==> config.mk <==
export PLATFORM = sky130hd
export DESIGN_NAME = aib_rd_top
export DESIGN_NICKNAME = d
export VERILOG_FILES = /design/src/aib_cfg_pkg.sv /design/src/aib_bert_pkg.sv /design/src/aib_bert_cfg_if.sv /design/src/aib_rd_ctrl.sv /design/src/aib_rd_datapath.sv /design/src/aib_bert_gen.sv /design/src/aib_bert_chk.sv /design/src/aib_rd_top.sv
export SDC_FILE = /design/constraint.sdc
export NUM_CORES = 1
export LEC_CHECK = 0
export ABC_AREA = 1
export BUFFER_PORTS_ARGS = -buffer_cell sky130_fd_sc_hd__buf_2
export CAP_MARGIN = 20
export CORE_ASPECT_RATIO = 1.5
export CORE_UTILIZATION = 55
export DETAILED_ROUTE_END_ITERATION = 8
export GPL_TIMING_DRIVEN = 1
export PLACE_DENSITY = 0.79
export SYNTH_ARGS = -nofsm -noshare
export SYNTH_HDL_FRONTEND = slang
export SYNTH_HIERARCHICAL = 1
export SYNTH_SLANG_ARGS = --single-unit
export TNS_END_PERCENT = 5
==> constraint.sdc <==
create_clock -name m_rd_clk_g -period 8.8 [get_ports m_rd_clk_g]
set_input_delay 1.76 -clock m_rd_clk_g [delete_from_list [all_inputs] [get_ports m_rd_clk_g]]
set_output_delay 1.76 -clock m_rd_clk_g [all_outputs]
set_load 0.05 [all_outputs]
==> src/aib_cfg_pkg.sv <==
//--------------------------------------------------------------------------
// AIB adapter read slice configuration
// Data path geometry, lane word types and loopback mode encoding
//--------------------------------------------------------------------------

package aib_cfg_pkg;

  //------------------------------------------------------------------------
  // Data path geometry
  //------------------------------------------------------------------------
  localparam int NUM_LANES = 4;            // Lanes on the FIFO data bus
  localparam int LANE_W    = 16;           // Bits per lane

  localparam int SYNC_STAGES = 2;          // Flops in each CSR synchronizer

  // One lane data word
  typedef logic [LANE_W-1:0] lane_t;

  // Full FIFO data bus, lane 0 in the low bits
  typedef lane_t [NUM_LANES-1:0] bus_t;

  //------------------------------------------------------------------------
  // Loopback mode field
  //------------------------------------------------------------------------
  typedef enum logic [1:0]
  {
    LPBK_NONE     = 2'b00,                 // Normal mission traffic
    LPBK_FARSIDE  = 2'b01,                 // RX data turned back onto TX IO
    LPBK_NEARSIDE = 2'b10                  // Handled at the IO buffer
  } lpbk_mode_t;

endpackage

==> src/aib_bert_pkg.sv <==
//--------------------------------------------------------------------------
// AIB adapter BERT definitions
// PRBS7 polynomial, per-lane seeds, error counter type and the
// parallel PRBS step used by both generator and checker
//--------------------------------------------------------------------------

package aib_bert_pkg;

  // x^7 + x^6 + 1
  localparam int PRBS_ORDER = 7;

  // Fixed lane seeds, upper 7 bits nonzero so the stream never locks up
  localparam aib_cfg_pkg::lane_t LANE_SEED [aib_cfg_pkg::NUM_LANES] =
    '{16'hACE1, 16'h5A3C, 16'hC0DE, 16'h1F2B};

  localparam int ERR_CNT_W = 16;           // Bit error counter width

  typedef logic [ERR_CNT_W-1:0] err_cnt_t;

  //------------------------------------------------------------------------
  // Parallel PRBS step
  //------------------------------------------------------------------------
  // Bit 0 of a word is the oldest bit on the serial stream. Every new bit
  // is the XOR of the bits PRBS_ORDER and PRBS_ORDER-1 places back, so the
  // upper bits of the new word depend on its own lower bits.
  function automatic aib_cfg_pkg::lane_t prbs_next(aib_cfg_pkg::lane_t prev);
    logic [2*aib_cfg_pkg::LANE_W-1:0] strm;  // Old word then new word
    strm = {{aib_cfg_pkg::LANE_W{1'b0}}, prev};
    for (int i = aib_cfg_pkg::LANE_W; i < 2 * aib_cfg_pkg::LANE_W; i++)
    begin
      strm[i] = strm[i-PRBS_ORDER] ^ strm[i-PRBS_ORDER+1]; // Taps 7 and 6
    end
    return strm[2*aib_cfg_pkg::LANE_W-1:aib_cfg_pkg::LANE_W];
  endfunction

endpackage

==> src/aib_bert_cfg_if.sv <==
//--------------------------------------------------------------------------
// BERT and loopback control bundle
// Synchronized mode levels and BERT pulses from the control block
//--------------------------------------------------------------------------

`timescale 1ns/1ps

interface aib_bert_cfg_if;

  logic f_lpbk;                            // Far-side loopback active
  logic bert_en;                           // TX BERT replaces user data
  logic tx_start;                          // TX BERT start, one cycle
  logic tx_rst;                            // TX BERT reset, one cycle
  logic rx_start;                          // RX BERT start, one cycle
  logic rx_rst;                            // RX BERT reset, one cycle

  // Control block drives everything
  modport ctrl
  (
    output f_lpbk, bert_en, tx_start, tx_rst, rx_start, rx_rst
  );

  // Data path only needs the mode levels
  modport dpath (input f_lpbk, bert_en);

  // Generator control pulses
  modport gen (input tx_start, tx_rst);

  // Checker control pulses
  modport chk (input rx_start, rx_rst);

endinterface

==> src/aib_rd_ctrl.sv <==
//--------------------------------------------------------------------------
// Read slice control
// Synchronizes the CSR levels into the read clock domain, decodes far-side
// loopback and turns BERT start and reset levels into single pulses
//--------------------------------------------------------------------------

`timescale 1ns/1ps

module aib_rd_ctrl
(
  input  logic                    m_rd_clk_g,      // Read domain clock
  input  logic                    rxrd_fifo_rstn,  // Async reset, active low
  input  aib_cfg_pkg::lpbk_mode_t i_csr_lpbk_mode, // Loopback mode CSR
  input  logic                    i_tx_bert_en,    // TX BERT enable level
  input  logic                    i_tx_bert_start, // TX BERT start level
  input  logic                    i_tx_bert_rst,   // TX BERT reset level
  input  logic                    i_rxbert_start,  // RX BERT start level
  input  logic                    i_rxbert_rst,    // RX BERT reset level
  aib_bert_cfg_if.ctrl            cfg              // Mode bits and pulses
);

  localparam int LVL_W = 7;                // Mode field plus five bits

  logic [LVL_W-1:0]                        lvl_in;     // Raw CSR levels
  logic [aib_cfg_pkg::SYNC_STAGES-1:0][LVL_W-1:0] lvl_sync_q; // Sync chain
  logic [LVL_W-1:0]                        lvl_s;      // Synchronized levels
  logic [3:0]                              bert_d_q;   // Last BERT levels
  logic [3:0]                              bert_rise;  // Rising edges
  logic [3:0]                              pulse_q;    // Registered pulses

  // Bit order {mode[1:0], bert_en, tx_start, tx_rst, rx_start, rx_rst}
  assign lvl_in = {i_csr_lpbk_mode, i_tx_bert_en, i_tx_bert_start,
                   i_tx_bert_rst, i_rxbert_start, i_rxbert_rst};

  //------------------------------------------------------------------------
  // Level synchronizers
  //------------------------------------------------------------------------
  always_ff @(posedge m_rd_clk_g or negedge rxrd_fifo_rstn)
  begin
    if (!rxrd_fifo_rstn)
    begin
      lvl_sync_q <= '0;
    end
    else
    begin
      lvl_sync_q <= {lvl_sync_q[aib_cfg_pkg::SYNC_STAGES-2:0], lvl_in}; // Shift in
    end
  end

  assign lvl_s = lvl_sync_q[aib_cfg_pkg::SYNC_STAGES-1]; // Last stage

  // Mode levels straight from the synchronizer
  assign cfg.f_lpbk  = (lvl_s[6:5] == aib_cfg_pkg::LPBK_FARSIDE);
  assign cfg.bert_en = lvl_s[4];

  //------------------------------------------------------------------------
  // BERT edge detect
  //------------------------------------------------------------------------
  assign bert_rise = lvl_s[3:0] & ~bert_d_q;    // Low to high this cycle

  always_ff @(posedge m_rd_clk_g or negedge rxrd_fifo_rstn)
  begin
    if (!rxrd_fifo_rstn)
    begin
      bert_d_q <= '0;
      pulse_q  <= '0;
    end
    else
    begin
      bert_d_q   <= lvl_s[3:0];
      pulse_q[3] <= bert_rise[3] & ~bert_rise[2]; // TX start, reset wins
      pulse_q[2] <= bert_rise[2];                 // TX reset
      pulse_q[1] <= bert_rise[1] & ~bert_rise[0]; // RX start, reset wins
      pulse_q[0] <= bert_rise[0];                 // RX reset
    end
  end

  assign cfg.tx_start = pulse_q[3];
  assign cfg.tx_rst   = pulse_q[2];
  assign cfg.rx_start = pulse_q[1];
  assign cfg.rx_rst   = pulse_q[0];

endmodule

==> src/aib_rd_datapath.sv <==
//--------------------------------------------------------------------------
// Read slice data path
// FIFO-mode data capture, output registers and transmit source select
//--------------------------------------------------------------------------

`timescale 1ns/1ps

module aib_rd_datapath
(
  input  logic              m_rd_clk_g,     // Read domain clock
  input  logic              rxrd_fifo_rstn, // Async reset, active low
  input  aib_cfg_pkg::bus_t i_data_in_f,    // User write data from MAC
  input  aib_cfg_pkg::bus_t i_aibio_din,    // Received IO data
  input  aib_cfg_pkg::bus_t i_tx_pat,       // BERT pattern
  output aib_cfg_pkg::bus_t o_rx_word,      // Registered RX data
  output aib_cfg_pkg::bus_t o_aibio_dout,   // Transmit IO data
  aib_bert_cfg_if.dpath     cfg             // Loopback and BERT levels
);

  aib_cfg_pkg::bus_t din_f_q;               // User data input register
  aib_cfg_pkg::bus_t rx_q;                  // RX data output register
  aib_cfg_pkg::bus_t tx_src;                // Selected TX source
  aib_cfg_pkg::bus_t dout_q;                // TX IO output register

  // User data capture
  always_ff @(posedge m_rd_clk_g)
  begin
    din_f_q <= i_data_in_f;
  end

  //------------------------------------------------------------------------
  // Output registers
  //------------------------------------------------------------------------
  always_ff @(posedge m_rd_clk_g or negedge rxrd_fifo_rstn)
  begin
    if (!rxrd_fifo_rstn)
    begin
      rx_q   <= '0;
      dout_q <= '0;
    end
    else
    begin
      rx_q   <= i_aibio_din;              // FIFO read data to MAC
      dout_q <= tx_src;
    end
  end

  // Loopback beats BERT, BERT beats user data
  always_comb
  begin
    if (cfg.f_lpbk)
      tx_src = rx_q;                      // Turn RX data around
    else if (cfg.bert_en)
      tx_src = i_tx_pat;
    else
      tx_src = din_f_q;
  end

  assign o_rx_word    = rx_q;
  assign o_aibio_dout = dout_q;

endmodule

==> src/aib_bert_gen.sv <==
//--------------------------------------------------------------------------
// TX BERT generator
// One PRBS7 word state per lane, seeded from the package, stepped every
// cycle while running
//--------------------------------------------------------------------------

`timescale 1ns/1ps

module aib_bert_gen #(
  parameter int NUM_LANES = aib_cfg_pkg::NUM_LANES // Lanes to generate
)
(
  input  logic              m_rd_clk_g,     // Read domain clock
  input  logic              rxrd_fifo_rstn, // Async reset, active low
  aib_bert_cfg_if.gen       cfg,            // Start and reset pulses
  output aib_cfg_pkg::bus_t o_tx_pat,       // Pattern to the data path
  output logic              o_txbert_run    // Generator running
);

  aib_cfg_pkg::bus_t seed_w;                // Seed words per lane
  aib_cfg_pkg::bus_t next_w;                // Stepped lane words
  aib_cfg_pkg::bus_t lane_q;                // Current lane words
  logic              run_q;                 // Run flag

  //------------------------------------------------------------------------
  // Seed and next-word generation
  //------------------------------------------------------------------------
  always_comb
  begin
    seed_w = '0;
    next_w = '0;
    for (int l = 0; l < NUM_LANES; l++)
    begin
      seed_w[l] = aib_bert_pkg::LANE_SEED[l];
      next_w[l] = aib_bert_pkg::prbs_next(lane_q[l]); // One word ahead
    end
  end

  //------------------------------------------------------------------------
  // Lane state and run flag
  //------------------------------------------------------------------------
  always_ff @(posedge m_rd_clk_g or negedge rxrd_fifo_rstn)
  begin
    if (!rxrd_fifo_rstn)
    begin
      run_q  <= 1'b0;
      lane_q <= seed_w;                   // Ready to start without tx_rst
    end
    else if (cfg.tx_rst)
    begin
      run_q  <= 1'b0;                     // Reset wins over start
      lane_q <= seed_w;
    end
    else
    begin
      if (cfg.tx_start)
        run_q <= 1'b1;
      if (run_q)
        lane_q <= next_w;                 // Advance all lanes
    end
  end

  assign o_tx_pat     = run_q ? lane_q : '0; // Quiet when idle
  assign o_txbert_run = run_q;

endmodule

==> src/aib_bert_chk.sv <==
//--------------------------------------------------------------------------
// RX BERT checker
// Self-seeds from received data, predicts each next lane word and counts
// mismatching bits into a saturating counter with a sticky error flag
//--------------------------------------------------------------------------

`timescale 1ns/1ps

module aib_bert_chk #(
  parameter int NUM_LANES = aib_cfg_pkg::NUM_LANES, // Lanes to check
  parameter bit ERR_SAT   = 1'b1                    // Hold count at all ones
)
(
  input  logic                   m_rd_clk_g,      // Read domain clock
  input  logic                   rxrd_fifo_rstn,  // Async reset, active low
  aib_bert_cfg_if.chk            cfg,             // Start and reset pulses
  input  aib_cfg_pkg::bus_t      i_rx_word,       // Registered RX data
  output logic                   o_rxbert_run,    // Checker running
  output logic                   o_rxbert_biterr, // Sticky bit error flag
  output aib_bert_pkg::err_cnt_t o_biterr_cnt     // Bit error count
);

  localparam int NERR_W = $clog2(NUM_LANES * aib_cfg_pkg::LANE_W + 1);
  localparam int SUM_W  = aib_bert_pkg::ERR_CNT_W + 1; // Count plus carry

  aib_cfg_pkg::bus_t      prev_q;           // Last received word
  aib_cfg_pkg::bus_t      diff;             // Mismatch bits per lane
  logic [NERR_W-1:0]      nerr;             // Mismatches this cycle
  logic [SUM_W-1:0]       cnt_sum;          // Count plus new errors
  aib_bert_pkg::err_cnt_t cnt_nxt;          // Saturated or wrapped count
  aib_bert_pkg::err_cnt_t cnt_q;            // Error count
  logic                   run_q;            // Run flag
  logic                   err_q;            // Sticky error flag

  //------------------------------------------------------------------------
  // Prediction and mismatch count
  //------------------------------------------------------------------------
  always_comb
  begin
    diff = '0;
    nerr = '0;
    for (int l = 0; l < NUM_LANES; l++)
    begin
      diff[l] = i_rx_word[l] ^ aib_bert_pkg::prbs_next(prev_q[l]);
      for (int b = 0; b < aib_cfg_pkg::LANE_W; b++)
        nerr = nerr + NERR_W'(diff[l][b]); // Popcount
    end
  end

  assign cnt_sum = {1'b0, cnt_q} + SUM_W'(nerr);
  assign cnt_nxt = (ERR_SAT && cnt_sum[SUM_W-1]) ? '1 :
                   cnt_sum[aib_bert_pkg::ERR_CNT_W-1:0];

  // Seed register, loaded on start and on every running cycle
  always_ff @(posedge m_rd_clk_g)
  begin
    if (cfg.rx_start || run_q)
      prev_q <= i_rx_word;
  end

  //------------------------------------------------------------------------
  // Status registers
  //------------------------------------------------------------------------
  always_ff @(posedge m_rd_clk_g or negedge rxrd_fifo_rstn)
  begin
    if (!rxrd_fifo_rstn)
    begin
      run_q <= 1'b0;
      err_q <= 1'b0;
      cnt_q <= '0;
    end
    else if (cfg.rx_rst)
    begin
      run_q <= 1'b0;                      // Reset wins over start
      err_q <= 1'b0;
      cnt_q <= '0;
    end
    else if (cfg.rx_start)
    begin
      run_q <= 1'b1;                      // First word is only the seed
    end
    else if (run_q)
    begin
      cnt_q <= cnt_nxt;
      if (nerr != '0)
        err_q <= 1'b1;                    // Sticky until rx_rst
    end
  end

  assign o_rxbert_run    = run_q;
  assign o_rxbert_biterr = err_q;
  assign o_biterr_cnt    = cnt_q;

endmodule

==> src/aib_rd_top.sv <==
//--------------------------------------------------------------------------
// AIB adapter far-side read slice
// Control, data path, BERT generator and BERT checker on the read clock
//--------------------------------------------------------------------------

`timescale 1ns/1ps

module aib_rd_top #(
  parameter int NUM_LANES = aib_cfg_pkg::NUM_LANES, // Lanes per bus
  parameter bit ERR_SAT   = 1'b1                    // Saturating error count
)
(
  input  logic                    m_rd_clk_g,      // Read domain clock
  input  logic                    rxrd_fifo_rstn,  // Async reset, active low
  input  aib_cfg_pkg::lpbk_mode_t i_csr_lpbk_mode, // Loopback mode CSR
  input  logic                    i_tx_bert_en,    // TX BERT enable
  input  logic                    i_tx_bert_start, // TX BERT start level
  input  logic                    i_tx_bert_rst,   // TX BERT reset level
  input  logic                    i_rxbert_start,  // RX BERT start level
  input  logic                    i_rxbert_rst,    // RX BERT reset level
  input  aib_cfg_pkg::bus_t       i_data_in_f,     // User data from MAC
  input  aib_cfg_pkg::bus_t       i_aibio_din,     // From IO buffer
  output aib_cfg_pkg::bus_t       o_data_out_f,    // FIFO read data to MAC
  output aib_cfg_pkg::bus_t       o_aibio_dout,    // To IO buffer
  output logic                    o_txbert_run,    // TX BERT running
  output logic                    o_rxbert_run,    // RX BERT running
  output logic                    o_rxbert_biterr, // RX BERT error seen
  output aib_bert_pkg::err_cnt_t  o_biterr_cnt     // RX BERT error count
);

  aib_cfg_pkg::bus_t tx_pat;                // Generator to data path
  aib_cfg_pkg::bus_t rx_word;               // Data path to checker

  aib_bert_cfg_if cfg_if ();

  aib_rd_ctrl u_ctrl (
    .m_rd_clk_g      (m_rd_clk_g),
    .rxrd_fifo_rstn  (rxrd_fifo_rstn),
    .i_csr_lpbk_mode (i_csr_lpbk_mode),
    .i_tx_bert_en    (i_tx_bert_en),
    .i_tx_bert_start (i_tx_bert_start),
    .i_tx_bert_rst   (i_tx_bert_rst),
    .i_rxbert_start  (i_rxbert_start),
    .i_rxbert_rst    (i_rxbert_rst),
    .cfg             (cfg_if.ctrl)
  );

  aib_rd_datapath u_dpath (
    .m_rd_clk_g     (m_rd_clk_g),
    .rxrd_fifo_rstn (rxrd_fifo_rstn),
    .i_data_in_f    (i_data_in_f),
    .i_aibio_din    (i_aibio_din),
    .i_tx_pat       (tx_pat),
    .o_rx_word      (rx_word),
    .o_aibio_dout   (o_aibio_dout),
    .cfg            (cfg_if.dpath)
  );

  aib_bert_gen #(.NUM_LANES (NUM_LANES)) u_gen (
    .m_rd_clk_g     (m_rd_clk_g),
    .rxrd_fifo_rstn (rxrd_fifo_rstn),
    .cfg            (cfg_if.gen),
    .o_tx_pat       (tx_pat),
    .o_txbert_run   (o_txbert_run)
  );

  aib_bert_chk #(.NUM_LANES (NUM_LANES), .ERR_SAT (ERR_SAT)) u_chk (
    .m_rd_clk_g      (m_rd_clk_g),
    .rxrd_fifo_rstn  (rxrd_fifo_rstn),
    .cfg             (cfg_if.chk),
    .i_rx_word       (rx_word),
    .o_rxbert_run    (o_rxbert_run),
    .o_rxbert_biterr (o_rxbert_biterr),
    .o_biterr_cnt    (o_biterr_cnt)
  );

  assign o_data_out_f = rx_word;            // Same register feeds the MAC

endmodule

==> reports/results.ini <==
[outcome]
run_status=completed

[yosys]
number_of_enable_type_register_cells_in_the_synthesized_netlist=28
synthCells=1790
synth.area.top_cells=sky130_fd_sc_hd__dfrtp_1 (31%), sky130_fd_sc_hd__nand2_1 (13%), sky130_fd_sc_hd__dfxtp_1 (8.0%)
synth.distinct_cells=42
synth_warnings=6
async_reset_ff_share_pct=71.69
postSynthAreaPerCell_um2=8.996
mappedNetlistArea_um2=16100
synth_largest_type_area_fraction_pct=31.08
yosysMostFrequentCell=sky130_fd_sc_hd__nand2_1
synth.cells.most_frequent=sky130_fd_sc_hd__nand2_1 (551), sky130_fd_sc_hd__inv_1 (326), sky130_fd_sc_hd__dfrtp_1 (200)
synth.ff_latch_count=325
yosysSeqAreaShare_pct=49.64
syn_nets=2004
synth_area_leader_cell=sky130_fd_sc_hd__dfrtp_1
synth_ff_type=sky130_fd_sc_hd__dfrtp_1

[critical_path]
timing.critical_path.to_type=flop
critical_path_type=flop to flop
reg2reg_from=u_chk/prev_q[11]
critical_path.max_stage_delay_ps=560
cp_num_buf_inv=5
required_time_of_the_worst_setup_path_ps=9300
reg_to_reg_setup_timing_slack_ps=690
timing.critical_path.fanout_max=10
crit_path_start=u_chk/prev_q[11]
worstSetupStartpointType=flop
path_common_cell=sky130_fd_sc_hd__fa_1
cpLargestDelayFamily=adder cells
crit_path_top_delay_cell=sky130_fd_sc_hd__fa_1
worstRegToRegCells=28
worstPathArrival_ps=8620
rr_endpoint=u_chk/o_biterr_cnt[6]

[clock_tree]
cts-htree-levels=1
cts_max_path_buffers=3
cts.hold.buffers_added=0
post-cts-setup-buffers=0
ctsResizeCount=0
root_buffer=sky130_fd_sc_hd__clkbuf_16
clkLatencyLatePin_ps=580
cts_made_buffers=30
worst_setup_hold_path_clk_slew_ps=60
cts_tree=yes
cts.sink_count=325

[place]
post-place-cells=2403
gpl.final_weighted_congestion=0.9454
placement.io_buffers=283
place.detailed.hpwl_mm=30.33

[cells_and_area]
finalNetCount=2260
layout-drive-gt1-share_pct=20.19
stdcell_count=2461
syn2layout_area_growth_pct=16.29
fillCellCount=2325
final_core_utilization_pct=65.21

[die]
io_pins=284
floorplan.initialDensity_pct=56.07
dieArea_um2=29980
placementRows=76
die_w_um=141.7
coreArea_um2=28720
chipHeight_um=211.6

[sta]
setup_viol=0
fmax_ghz=0.1233
period_minus_slack_ps=8113
timing_hold_violations_final=0
finalMaxSlewViolations=0
hold_slack_ps=350.7
final.period_utilization_pct=92.19
finalClockSkew_ps=10.19
totalNegativeSetupSlack_ps=0
grt_setup_unrepaired=no
tightestPinTransition_ps=1120
max-slew-margin-rel_pct=25.08

[grt]
grt_use_total_pct=28.32
gr-total-overflow=0
grt_first_pass_wirelength_mm=64.84
first_global_vias=12390
antenna_found_initial=1
grt_start_max_net_pins=113

[drt]
initialDrtViolationCount=824
wl_per_cell_um=16.96
avgViaCountPerCell=4.987
postRouteWirelength_mm=41.73
dr.pass1.iters=6
routed-via-count=12270
detail_route.drc_violations=0
route.antenna.remaining_nets=0

[hold_path]
worstHoldStart=u_ctrl/lvl_sync_q[3]
timing.hold.worst.class=flop to flop
worstHoldPathCells=0
holdPathEnd=u_ctrl/lvl_s[3]

[run]
number_of_maximum_capacitance_constraint_violations=0

## flip-flops by register name (all words and copies together), names as in the netlist, 4 cells and up
register	count
u_dpath/o_rx_word	64
u_ctrl/pulse_q	4
u_ctrl/lvl_sync_q	7
u_gen/lane_q	64
u_chk/prev_q	28
u_chk/o_biterr_cnt	16
u_dpath/o_aibio_dout	64
u_dpath/din_f_q	64
u_ctrl/bert_d_q	4
u_ctrl/lvl_s	7
## layer usage
layer	routed length [um]	part of all wire [%]	GRT usage (%)
met2	22030	53	51.54
met4	2018	4.8	14.16
met5	0	0	0
met3	2306	5.5	3.800
met1	15370	37	32.37
## how the worst max path moves through the flow
| stage | slack [ps] | to | cells after the start |
|---|---|---|---|
| 2_1_floorplan | 1390 | u_chk/o_biterr_cnt[6] | 27 |
| 3_3_place_gp | 1040 | u_chk/o_biterr_cnt[6] | 27 |
| 3_5_place_dp | 860 | u_chk/o_biterr_cnt[6] | 28 |
| 4_1_cts | 710 | u_chk/o_biterr_cnt[6] | 28 |
| 5_1_grt | 340 | u_chk/o_biterr_cnt[6] | 28 |
| 6_report | 690 | u_chk/o_biterr_cnt[6] | 28 |
## cell usage in the layout (no fill, tap or decap), types with 3 or more instances in the layout
cell and count:
sky130_fd_sc_hd__a21oi_1 32, sky130_fd_sc_hd__buf_2 282, sky130_fd_sc_hd__buf_4 7, sky130_fd_sc_hd__bufinv_16 3
sky130_fd_sc_hd__clkbuf_16 32, sky130_fd_sc_hd__clkbuf_8 8, sky130_fd_sc_hd__clkinv_2 5, sky130_fd_sc_hd__dfrtp_1 198
sky130_fd_sc_hd__dfstp_2 33, sky130_fd_sc_hd__dfxtp_1 64, sky130_fd_sc_hd__edfxtp_1 28, sky130_fd_sc_hd__fa_1 55
sky130_fd_sc_hd__ha_1 22, sky130_fd_sc_hd__inv_1 326, sky130_fd_sc_hd__inv_2 9, sky130_fd_sc_hd__nand2_1 551
sky130_fd_sc_hd__nand2_2 6, sky130_fd_sc_hd__nand3_1 104, sky130_fd_sc_hd__nand4_1 5, sky130_fd_sc_hd__nor2_1 46
sky130_fd_sc_hd__nor2_2 3, sky130_fd_sc_hd__nor2_4 5, sky130_fd_sc_hd__o21ai_0 34, sky130_fd_sc_hd__o21ai_1 13
sky130_fd_sc_hd__o22ai_1 8, sky130_fd_sc_hd__xnor2_1 84, sky130_fd_sc_hd__xnor2_2 6, sky130_fd_sc_hd__xnor2_4 3
sky130_fd_sc_hd__xor2_1 68, sky130_fd_sc_hd__xor2_2 3
## kinds of logic (layout without fill, tap and decap cells)
logic type / count (synthesis) / count (layout) / share of synthesized area (%)
and+or+nand+nor: 727 / 727 / 18.35
buffers and inverters: 403 / 683 / 10.64
DFF: 325 / 325 / 49.64
xor gates and xnor gates: 164 / 164 / 9.689
AOI/OAI and AO/OA: 94 / 94 / 3.131
adders and majority gates: 77 / 77 / 8.547
other: 0 / 1 / 0
## through the flow
stage / worst slack (ps) / instance area [um2]
6_report: 687.2 / 18730
5_1_grt: 344.1 / 18730
4_1_cts: 705.5 / 18700
3_5_place_dp: 857.9 / 17630
3_3_place_gp: 1043 / 17630
2_1_floorplan: 1389 / 16100
## final cells by class
type | instances | area, um2 | share of cell area, %
diodes | 1 | 2.502 | 0.01336
inverters | 336 | 1261 | 6.735
clock buffers | 42 | 918.4 | 4.904
clock inverters | 14 | 157.7 | 0.8419
repair buffers | 291 | 1499 | 8.004
multi-input cells | 1062 | 6404 | 34.20
flip-flops and latches | 325 | 7996 | 42.70
well taps | 390 | 488.0 | 2.606
Power is not shown: default switching activity piles up to over one toggle a cycle in this logic, so the estimate is an artifact.
